`config.mk`:
```
export PLATFORM = sky130hd
export DESIGN_NAME = ch2_top
export DESIGN_NICKNAME = d
export VERILOG_FILES = /design/src/hw/ch2_pkg.sv /design/src/hw/ch2_regs.sv /design/src/hw/ch2_freq_timer.sv /design/src/hw/ch2_len_enable.sv /design/src/hw/ch2_envelope.sv /design/src/hw/ch2_wave_out.sv /design/src/hw/ch2_top.sv
export VERILOG_INCLUDE_DIRS = /design/src /design/src/hw
export SDC_FILE = /design/constraint.sdc
export NUM_CORES = 1
export LEC_CHECK = 0
export BUFFER_PORTS_ARGS = -buffer_cell sky130_fd_sc_hd__buf_2
export CAP_MARGIN = 20
export CORE_MARGIN = 2
export CORE_UTILIZATION = 35
export DETAILED_ROUTE_END_ITERATION = 8
export SYNTH_ARGS = -nofsm -noshare
export SYNTH_HDL_FRONTEND = slang
export SYNTH_SLANG_ARGS = --single-unit
export TNS_END_PERCENT = 10
```
`constraint.sdc`:
```
create_clock -name clk -period 2.8 [get_ports clk]
set_input_delay 0.56 -clock clk [delete_from_list [all_inputs] [get_ports clk]]
set_output_delay 0.56 -clock clk [all_outputs]
set_load 0.1 [all_outputs]
```
`src/hw/ch2_config.svh`:
```
`ifndef CH2_CONFIG_SVH
`define CH2_CONFIG_SVH

// frequency value width, period is 2048 minus freq
`define CH2_FREQ_W 11

// full length count
`define CH2_LEN_MAX 64

// volume width
`define CH2_VOL_W 4

// envelope pace width
`define CH2_PACE_W 3

`endif

```
`src/hw/ch2_pkg.sv`:
```
`default_nettype none

`include "ch2_config.svh"

package ch2_pkg;

	// frequency value
	typedef logic [`CH2_FREQ_W-1:0] freq_t;

	// volume, 0 to 15
	typedef logic [`CH2_VOL_W-1:0] vol_t;

	// remaining length, 0 to full count
	typedef logic [$clog2(`CH2_LEN_MAX+1)-1:0] len_t;

	// envelope pace
	typedef logic [`CH2_PACE_W-1:0] pace_t;

	// duty selector
	typedef logic [1:0] duty_t;

	// position in the 8-step waveform
	typedef logic [2:0] step_t;

	// register index
	typedef logic [1:0] reg_sel_t;

endpackage

`default_nettype wire

```
`src/hw/ch2_regs.sv`:
```
`default_nettype none

`include "ch2_config.svh"

module ch2_regs import ch2_pkg::*; (
	input  logic       clk,
	input  logic       rst_n,
	input  logic       wr,
	input  logic       rd,
	input  reg_sel_t   reg_sel,
	input  logic [7:0] wdata,
	output logic [7:0] rdata,
	output duty_t      duty,
	output freq_t      freq,
	output vol_t       env_init,
	output logic       env_up,
	output pace_t      env_pace,
	output logic       dac_on,
	output logic       length_en,
	output logic       trigger,
	output logic       len_load,
	output logic [5:0] len_data
);

	logic [7:0] env_reg;
	logic [7:0] rd_mux;

	always_ff @(posedge clk or negedge rst_n) begin
		if (!rst_n) begin
			duty      <= '0;
			env_reg   <= '0;
			freq      <= '0;
			length_en <= 1'b0;
			trigger   <= 1'b0;
			len_load  <= 1'b0;
		end else begin
			trigger  <= 1'b0;
			len_load <= 1'b0;
			if (wr) begin
				case (reg_sel)
					2'd0: begin // duty / length
						duty     <= wdata[7:6];
						len_load <= 1'b1;
					end
					2'd1: env_reg <= wdata;
					2'd2: freq[7:0] <= wdata;
					2'd3: begin // freq high and control
						freq[`CH2_FREQ_W-1:8] <= wdata[`CH2_FREQ_W-9:0];
						length_en             <= wdata[6];
						trigger               <= wdata[7];
					end
					default: ;
				endcase
			end
		end
	end

	// length payload travels with len_load
	always_ff @(posedge clk) begin
		if (wr && reg_sel == 2'd0)
			len_data <= wdata[5:0];
	end

	assign env_init = env_reg[7:4];
	assign env_up   = env_reg[3];
	assign env_pace = env_reg[2:0];
	assign dac_on   = |env_reg[7:3]; // init volume or up bit set

	always_comb begin
		case (reg_sel)
			2'd0:    rd_mux = {duty, 6'h3f};
			2'd1:    rd_mux = env_reg;
			2'd2:    rd_mux = 8'hff; // write only
			default: rd_mux = {1'b1, length_en, 6'h3f};
		endcase
	end

	always_ff @(posedge clk or negedge rst_n) begin
		if (!rst_n)
			rdata <= '0;
		else if (rd)
			rdata <= rd_mux; // held until next read
	end

endmodule

`default_nettype wire

```
`src/hw/ch2_freq_timer.sv`:
```
`default_nettype none

`include "ch2_config.svh"

module ch2_freq_timer import ch2_pkg::*; (
	input  logic  clk,
	input  logic  rst_n,
	input  freq_t freq,
	input  logic  trigger,
	output logic  ftick
);

	// one bit wider than freq, a freq of 0 gives 2048
	logic [`CH2_FREQ_W:0] period;
	logic [`CH2_FREQ_W:0] cnt;

	assign period = {1'b1, {`CH2_FREQ_W{1'b0}}} - {1'b0, freq};

	always_ff @(posedge clk or negedge rst_n) begin
		if (!rst_n) begin
			cnt   <= '0;
			ftick <= 1'b0;
		end else if (trigger) begin
			cnt   <= period; // restart the tone
			ftick <= 1'b0;
		end else if (cnt <= 1) begin
			cnt   <= period; // expiry, reload
			ftick <= 1'b1;
		end else begin
			cnt   <= cnt - 1'b1;
			ftick <= 1'b0;
		end
	end

endmodule

`default_nettype wire

```
`src/hw/ch2_len_enable.sv`:
```
`default_nettype none

`include "ch2_config.svh"

module ch2_len_enable import ch2_pkg::*; (
	input  logic       clk,
	input  logic       rst_n,
	input  logic       trigger,
	input  logic       dac_on,
	input  logic       len_load,
	input  logic [5:0] len_data,
	input  logic       length_en,
	input  logic       length_tick,
	output logic       ch_on
);

	len_t length;

	always_ff @(posedge clk or negedge rst_n) begin
		if (!rst_n) begin
			length <= '0;
			ch_on  <= 1'b0;
		end else if (trigger) begin
			ch_on <= dac_on;
			if (length == '0)
				length <= len_t'(`CH2_LEN_MAX); // full length on retrigger
		end else begin
			if (len_load) begin
				length <= len_t'(`CH2_LEN_MAX) - {1'b0, len_data};
			end else if (length_tick && length_en && length != '0) begin
				length <= length - 1'b1;
				if (length == len_t'(1))
					ch_on <= 1'b0; // length expired
			end
			if (!dac_on)
				ch_on <= 1'b0;
		end
	end

endmodule

`default_nettype wire

```
`src/hw/ch2_envelope.sv`:
```
`default_nettype none

module ch2_envelope import ch2_pkg::*; (
	input  logic  clk,
	input  logic  rst_n,
	input  logic  trigger,
	input  vol_t  env_init,
	input  logic  env_up,
	input  pace_t env_pace,
	input  logic  env_tick,
	output vol_t  volume
);

	pace_t pace_cnt;
	logic  step_now;

	// last tick of a pace group
	assign step_now = env_tick && env_pace != '0 && pace_cnt <= pace_t'(1);

	always_ff @(posedge clk or negedge rst_n) begin
		if (!rst_n) begin
			pace_cnt <= '0;
		end else if (trigger) begin
			pace_cnt <= env_pace;
		end else if (env_tick && env_pace != '0) begin
			if (step_now)
				pace_cnt <= env_pace; // reload
			else
				pace_cnt <= pace_cnt - 1'b1;
		end
	end

	always_ff @(posedge clk or negedge rst_n) begin
		if (!rst_n) begin
			volume <= '0;
		end else if (trigger) begin
			volume <= env_init;
		end else if (step_now) begin
			if (env_up && volume != '1)
				volume <= volume + 1'b1;
			else if (!env_up && volume != '0)
				volume <= volume - 1'b1;
		end
	end

endmodule

`default_nettype wire

```
`src/hw/ch2_wave_out.sv`:
```
`default_nettype none

module ch2_wave_out import ch2_pkg::*; (
	input  logic  clk,
	input  logic  rst_n,
	input  logic  trigger,
	input  logic  ftick,
	input  duty_t duty,
	input  vol_t  volume,
	input  logic  ch_on,
	output vol_t  sample
);

	step_t      step;
	logic [7:0] pattern;
	logic       wave_bit;

	always_ff @(posedge clk or negedge rst_n) begin
		if (!rst_n)
			step <= '0;
		else if (trigger)
			step <= '0;
		else if (ftick)
			step <= step + 1'b1;
	end

	// step 0 is the leftmost bit
	always_comb begin
		case (duty)
			2'd0:    pattern = 8'b0000_0001; // 12.5%
			2'd1:    pattern = 8'b1000_0001; // 25%
			2'd2:    pattern = 8'b1000_0111; // 50%
			default: pattern = 8'b0111_1110; // 75%
		endcase
	end

	assign wave_bit = pattern[3'd7 - step];

	always_ff @(posedge clk or negedge rst_n) begin
		if (!rst_n)
			sample <= '0;
		else
			sample <= (ch_on && wave_bit) ? volume : '0;
	end

endmodule

`default_nettype wire

```
`src/hw/ch2_top.sv`:
```
`default_nettype none

module ch2_top import ch2_pkg::*; (
	input  logic       clk,
	input  logic       rst_n,
	input  logic       wr,
	input  logic       rd,
	input  reg_sel_t   reg_sel,
	input  logic [7:0] wdata,
	input  logic       length_tick,
	input  logic       env_tick,
	output logic [7:0] rdata,
	output vol_t       sample,
	output logic       ch_on
);

	duty_t      duty;
	freq_t      freq;
	vol_t       env_init;
	logic       env_up;
	pace_t      env_pace;
	logic       dac_on;
	logic       length_en;
	logic       trigger;
	logic       len_load;
	logic [5:0] len_data;
	logic       ftick;
	vol_t       volume;

	ch2_regs u_ch2_regs (
		.clk       (clk),
		.rst_n     (rst_n),
		.wr        (wr),
		.rd        (rd),
		.reg_sel   (reg_sel),
		.wdata     (wdata),
		.rdata     (rdata),
		.duty      (duty),
		.freq      (freq),
		.env_init  (env_init),
		.env_up    (env_up),
		.env_pace  (env_pace),
		.dac_on    (dac_on),
		.length_en (length_en),
		.trigger   (trigger),
		.len_load  (len_load),
		.len_data  (len_data)
	);

	ch2_freq_timer u_ch2_freq_timer (
		.clk     (clk),
		.rst_n   (rst_n),
		.freq    (freq),
		.trigger (trigger),
		.ftick   (ftick)
	);

	ch2_len_enable u_ch2_len_enable (
		.clk         (clk),
		.rst_n       (rst_n),
		.trigger     (trigger),
		.dac_on      (dac_on),
		.len_load    (len_load),
		.len_data    (len_data),
		.length_en   (length_en),
		.length_tick (length_tick),
		.ch_on       (ch_on)
	);

	ch2_envelope u_ch2_envelope (
		.clk      (clk),
		.rst_n    (rst_n),
		.trigger  (trigger),
		.env_init (env_init),
		.env_up   (env_up),
		.env_pace (env_pace),
		.env_tick (env_tick),
		.volume   (volume)
	);

	ch2_wave_out u_ch2_wave_out (
		.clk     (clk),
		.rst_n   (rst_n),
		.trigger (trigger),
		.ftick   (ftick),
		.duty    (duty),
		.volume  (volume),
		.ch_on   (ch_on),
		.sample  (sample)
	);

endmodule

`default_nettype wire

```
== After elaboration in Yosys (flattened, before gate mapping) ==
Index checks and enable logic that the tools add are counted.

* Register bits after elaboration: 73
* Input bits: 16
* Output and inout bits: 13
* Logic and storage cells: 99

* $add $sub $neg: 9
* Order comparisons: 3
* Equality and inequality tests: 11
* Muxes and demuxes: 31
* Reductions and logical operators: 28

{| class="wikitable"
|+ Operators with widths
! operator !! count
|-
| $pmux 8 s3 || 2
|-
| $mux 7 || 4
|-
| $mux 12 || 2
|-
| $mux 4 || 5
|-
| $mux 3 || 5
|-
| $le 12x1->1 const B || 1
|-
| $mux 1 || 12
|-
| $reduce_and 2->1 || 6
|-
| $sub 12x1->12 const B || 1
|-
| $sub 12x11->12 const A || 1
|-
| $ne 3x3->1 const B || 3
|-
| $reduce_bool 3->1 || 3
|-
| $logic_and 1x1->1 || 8
|-
| $eq 7x1->1 const B || 1
|-
| $logic_not 7->1 || 1
|-
| $reduce_bool 7->1 || 1
|-
| $sub 7x1->7 const B || 1
|-
| $sub 7x6->7 const A || 1
|-
| $eq 2x2->1 const B || 3
|-
| $reduce_bool 2->1 || 3
|-
| $reduce_or 5->1 || 1
|-
| $add 4x1->4 const B || 1
|-
| $eq 2x1->1 const B || 2
|-
| $logic_not 2->1 || 2
|-
| 12 further kinds || 12
|}

== Depth between registers and ports, before layout ==
* Depth in word-level cells: 6
* Mapped depth: 8
* Gate-level depth less buffers: 8

== By module ==
Synthesis repeated with hierarchy kept, for this count alone.

* Cells, all modules: 352
* Area total of the unflattened synthesis: 4015.1 sq um

{| class="wikitable"
|+ Modules (own cells, without submodules)
! module !! times used !! cells an instance !! area each (sq um) !! sequential area each (sq um)
|-
| ch2_regs || 1 || 98 || 1467.7 || 980.9
|-
| ch2_freq_timer || 1 || 90 || 908.4 || 325.3
|-
| ch2_len_enable || 1 || 72 || 679.4 || 200.2
|-
| ch2_envelope || 1 || 57 || 576.8 || 175.2
|-
| ch2_wave_out || 1 || 35 || 382.9 || 175.2
|}

== Worst setup path after synthesis ==
Ideal clock, no wire load.

* Kind: register -> register
* Start point: register u_ch2_envelope.volume[0]
* End point: register u_ch2_envelope.volume[3]
* Setup time: 0.128 ns
* Arrival: 2.058 ns
* Data required time: 2.672 ns
* Setup slack: 0.614 ns
* Stages on the path, launching flop included: 9
* Buffers on the path: 0
* Clock period less this slack: 2.186 ns
* Path through: dfrtp_1 > nand3_1 > o21ai_0 > ha_1 > a21o_1 > a21oi_1 > xor2_1 > mux2_2 > mux2_1

* Longest elaborated chain between the ends: 5
* Elaborated cells on any way between the ends: 12
* Those cells by class: add/sub: 2; eq/ne: 1; mux: 4; reduce/logical: 5

{| class="wikitable"
|+ RTL lines
! element !! RTL line !! text
|-
| start, declared || ch2_envelope.sv:11 || <nowiki>output vol_t volume</nowiki>
|-
| start signal, assigned || ch2_envelope.sv:37 || <nowiki>volume <= env_init;</nowiki>
|-
| start signal, assigned || ch2_envelope.sv:40 || <nowiki>volume <= volume + 1'b1;</nowiki>
|-
| start signal, assigned || ch2_envelope.sv:42 || <nowiki>volume <= volume - 1'b1;</nowiki>
|-
| $sub 4x1->4 / $ne 4x4->1 (equally long branches) || ch2_envelope.sv:42, ch2_envelope.sv:39 ||
|-
| $mux 4 / $logic_and 1x1->1 (equally long branches) || ch2_envelope.sv:41, ch2_envelope.sv:39 ||
|-
| $mux 4 || ch2_envelope.sv:39 || <nowiki>if (env_up && volume != '1)</nowiki>
|-
| $mux 4 || ch2_envelope.sv:38 || <nowiki>end else if (step_now) begin</nowiki>
|-
| $mux 4 || ch2_envelope.sv:36 || <nowiki>end else if (trigger) begin</nowiki>
|}

Parallel ways exist; a longest one is shown, timed or not. The select of a mux whose other input is x is not followed.
A chain may end at the register's enable or synchronous reset.

== Final worst setup path ==
Ends and elaborated chain as after synthesis.

==> summary.md <==
| Metric | Value |
|---|---|
| Status | finished, final reports clean |
| Die width | 107 um |
| Avg WL per Cell | 13.9 um |
| Main synth FF type | dfrtp_1 |
| Register area | 1860 um2 |
| Placed insts | 522 |
| Tot Pwr | 3940 uW |
| Peak fanout along the critical path | 7 |
| Register area share after synthesis | 0.495 |
| Clock share of power | 0.246 |
| Largest regs | u_ch2_freq_timer.cnt: 12 flops, u_ch2_regs.freq: 11 flops |
| Max Slew Vio Count | 0 |
| Worst reg2reg endpoint | u_ch2_envelope.volume[3]$_DFFE_PN0P_ |
| Worst setup endpoint | u_ch2_envelope.volume[3]$_DFFE_PN0P_ |
| Synth Area in Adders | 0.0547 |
| Filler cell count | 1034 |
| Setup violations, final | 0 |
| Reg2reg start | u_ch2_envelope.volume[0]$_DFFE_PN0P_ |
| Total wire length | 7460 um |
| Vias in the first global route | 2486 |
| Final Hold Slack | 0.235 ns |
| Hold WC Path Type | in -> async |
| Gpl congestion | 0.856 |
| Setup ws final | 0.373 ns |
| Yosys top cell area share | 0.447 |
| Post-synthesis compound-gate area fraction | 0.111 |
| Count of input and output buffers | 28 |
| CP cell instances | nand3_1 -> o21ai_0 -> ha_1 -> a21o_1 -> a21oi_1 -> xor2_1 -> mux2_2 -> mux2_1 |
| Synth Instances | 364 |
| Inserted Diodes | 0 |
| Slowest cell on the critical path | dfrtp_1 |
| Setup bufs post-CTS | 0 |
| # clock sinks | 73 |
| Largest Register | u_ch2_freq_timer.cnt |
| Gr usage total | 0.135 |
| Clk Latency, worst-skew pair | 0.33 ns |
| Core Area | 10400 um2 |
| Leakage power | 0.00186 uW |
| Cell Area, Synth | 3750 um2 |
| Layout Cells excl Fill | 537 |
| Root cell of the clock tree | clkbuf_8 |
| Post-detail-place hpwl | 5430 um |
| Nets@finish | 428 |
| CP startpoint | u_ch2_envelope.volume[0]$_DFFE_PN0P_ |
| Comb pwr share | 0.337 |
| Max Freq | 412 MHz |
| Hold-fix buffers, CTS | 0 |
| Simple-Gate Fraction of Synth Area | 0.159 |
| Count of different cell masters after synthesis | 51 |
| Largest net degree at the start of global routing | 68 |
| Switching part of the total power | 0.374 |
| Reg power frac | 0.417 |
| Std-Cell Rows | 37 |
| Internal power | 2470 uW |
| Worst Path Required | 3.02 ns |
| Yosys reg bits | 73 |
| First-pass GRT wire length | 12200 um |
| Initial Util | 0.361 |
| Syn_area_per_cell | 10.3 um2 |
| Setup TNS | 0 ns |
| Via density | 5.03 |
| Synth warn | 0 |
| Layout cells sized above 1 | 0.187 |
| I/O pin cnt | 29 |
| CTS H-Tree Depth | 3 |
| Number of DRC markers in iteration 0 | 184 |
| Worst-case reg-to-reg path depth | 8 |
| DIE AREA | 11600 um2 |
| Largest family of logic cells by synthesized area | simple AND/OR/NAND/NOR gates |
| Biggest area consumer among synthesized cells | dfrtp_1 |
| Post-route clock skew | 0.00527 ns |
| TritonCTS clock tree | done |
| Routed via count | 2703 |
| Crit-path max cell delay | 0.46 ns |
| Max FFs per register | 12 |
| Max Root-Sink Buffers | 2 |
| Post-CTS resize count | 0 |
| 1st-pass router iterations | 4 |
| Async SR Flop Fraction | 0.918 |
| Psw | 1480 uW |
| Syn nets | 395 |
| Top post-synthesis cells by area | dfrtp_1 45%, mux2_2 6.3%, edfxtp_1 4.8% |
| Xor/xnor cell area share of the yosys netlist | 0.0581 |
| Crit path capture type | register |
| Multi-input logic area | 1770 um2 |
| RSZ-0062 raised after global routing | no |
| Min cycle time layout | 2.43 ns |
| Least-Margin Pin Slew | 0.661 ns |
| Maxcap violations | 0 |
| Final period utilization | 0.867 |
| Total gr overflow | 0 |
| Initial antenna violation count | 0 |
| Post-synthesis mux area share | 0.0885 |
| Reg-to-reg slack, setup | 0.37 ns |
| Critical path type | reg -> reg |
| Remaining antenna violation count | 0 |
| Slew margin rel. | 0.559 |
| Area grow syn2layout | 14.3% |
| Die H | 107 um |
| Setup WS pre-CTS | 0.379 ns |
| Drc violations | 0 |
| Total CTS buffers | 9 |
| Post-synth EDFFs | 6 |
| Clock slew at reported path FFs | 0.08 ns |
| Pwr/cell area | 920 nW/um2 |
| Startpoint types | register |
| Crit path DAT | 2.65 ns |
| VDD IR max | 0.316 mV |
| Fin. Hold Viols | 0 |
-- cells in the final DEF, fill, tap and decap left out, types with 3 or more instances in the layout --
cell	synthesis	routed
o21ai_0	20	20
xnor2_1	11	11
and2_1	5	5
bufinv_16	0	3
mux2i_1	5	5
edfxtp_1	6	6
a31oi_1	4	4
nor2_1	44	44
mux2_1	4	4
or3_1	5	5
a21oi_1	24	24
xor2_1	12	12
nand3b_1	3	3
buf_4	2	3
buf_2	2	28
ha_1	14	14
a211oi_1	4	4
clkbuf_8	0	9
nand3_1	8	8
nand2_1	25	25
nor4_1	4	4
mux2_2	21	21
dfrtp_1	67	67
nor3_1	15	15
inv_1	20	20
-- critical path: cells and delay by family (launching register included) --
family | cells | cell delay (ns)
fa+ha+maj | 1 | 0.32
flops | 1 | 0.46
compound gates | 3 | 0.76
simple gates | 1 | 0.15
mux | 2 | 0.54
xor+xnor | 1 | 0.09
-- cell type report --
class	count	share of cell area
Sequential cell	73	0.433
Inverter	20	0.0175
Clock inverter	5	0.0242
Clock buffer	10	0.0298
Timing Repair Buffer	32	0.0426
Multi-Input combinational cell	261	0.413
Tap cell	136	0.0397
-- cell families (layout without fill, tap and decap cells) --
logic type,Yosys count,in the layout
and+or+nand+nor,122,122
DFF,73,73
AOI/OAI and AO/OA,69,69
muxes,30,30
buffers and inverters,30,67
xor gates and xnor gates,24,24
adders and majority gates,16,16
-- cells in the mapped netlist (all sizes together) (2+ instances only) --
library cell and count:
edfxtp 6, nor4b 2, nor4 5, or3 6, inv 20, xnor2 12, nand2b 2, a21o 2
nand3b 3, buf 4, and2 5, mux2i 5, a21oi 25, nand3 8, nor3b 2, o21ai 22
mux2 25, a211oi 5, ha 14, a31oi 4, xor2 12, nor2 44, nand2 25, clkbuf 6
nor3 16, o21bai 2, dfrtp 67
-- per-stage QoR --
step / cell area [um2] / utilization
after floorplan: 3750 / -
after global placement: 4050 / 0.391
after detailed placement: 4050 / 0.391
after CTS: 4290 / 0.413
after global routing: 4290 / 0.413
final: 4290 / 0.413
-- routing by layer --
layer / part of all wire / global-route usage
met1: 0.49 / 0.193
met4: 0.015 / 0.0522
met5: 0 / 0
met3: 0.025 / 0.0224
met2: 0.47 / 0.205
-- power by group through the flow --
stage                     registers, uW  logic [uW]  clock network, uW
after floorplan                    1860         823                  0
after global placement             1650        1300                  0
after detailed placement           1670        1330                  0
after CTS                          1650        1340               1000
after global routing               1700        1480               1040
final                              1640        1330                971
-- worst min path at each step --
| stage | from | to | slack [ns] | cells after the start |
|---|---|---|---|---|
| 4_1_cts | rst_n | u_ch2_freq_timer.cnt[9]$_DFF_PN0_ | 0.24 | 2 |
| 6_report | rst_n | u_ch2_freq_timer.cnt[9]$_DFF_PN0_ | 0.23 | 2 |
| 2_1_floorplan | rst_n | u_ch2_envelope.pace_cnt[0]$_DFFE_PN0P_ | 0.26 | 0 |
| 3_5_place_dp | u_ch2_envelope.pace_cnt[1]$_DFFE_PN0P_ | u_ch2_envelope.pace_cnt[1]$_DFFE_PN0P_ | 0.50 | 1 |
| 5_1_grt | rst_n | u_ch2_freq_timer.cnt[7]$_DFF_PN0_ | 0.26 | 2 |
| 3_3_place_gp | u_ch2_envelope.pace_cnt[1]$_DFFE_PN0P_ | u_ch2_envelope.pace_cnt[1]$_DFFE_PN0P_ | 0.50 | 1 |
Note: power is estimated with default switching activity, not from simulation.
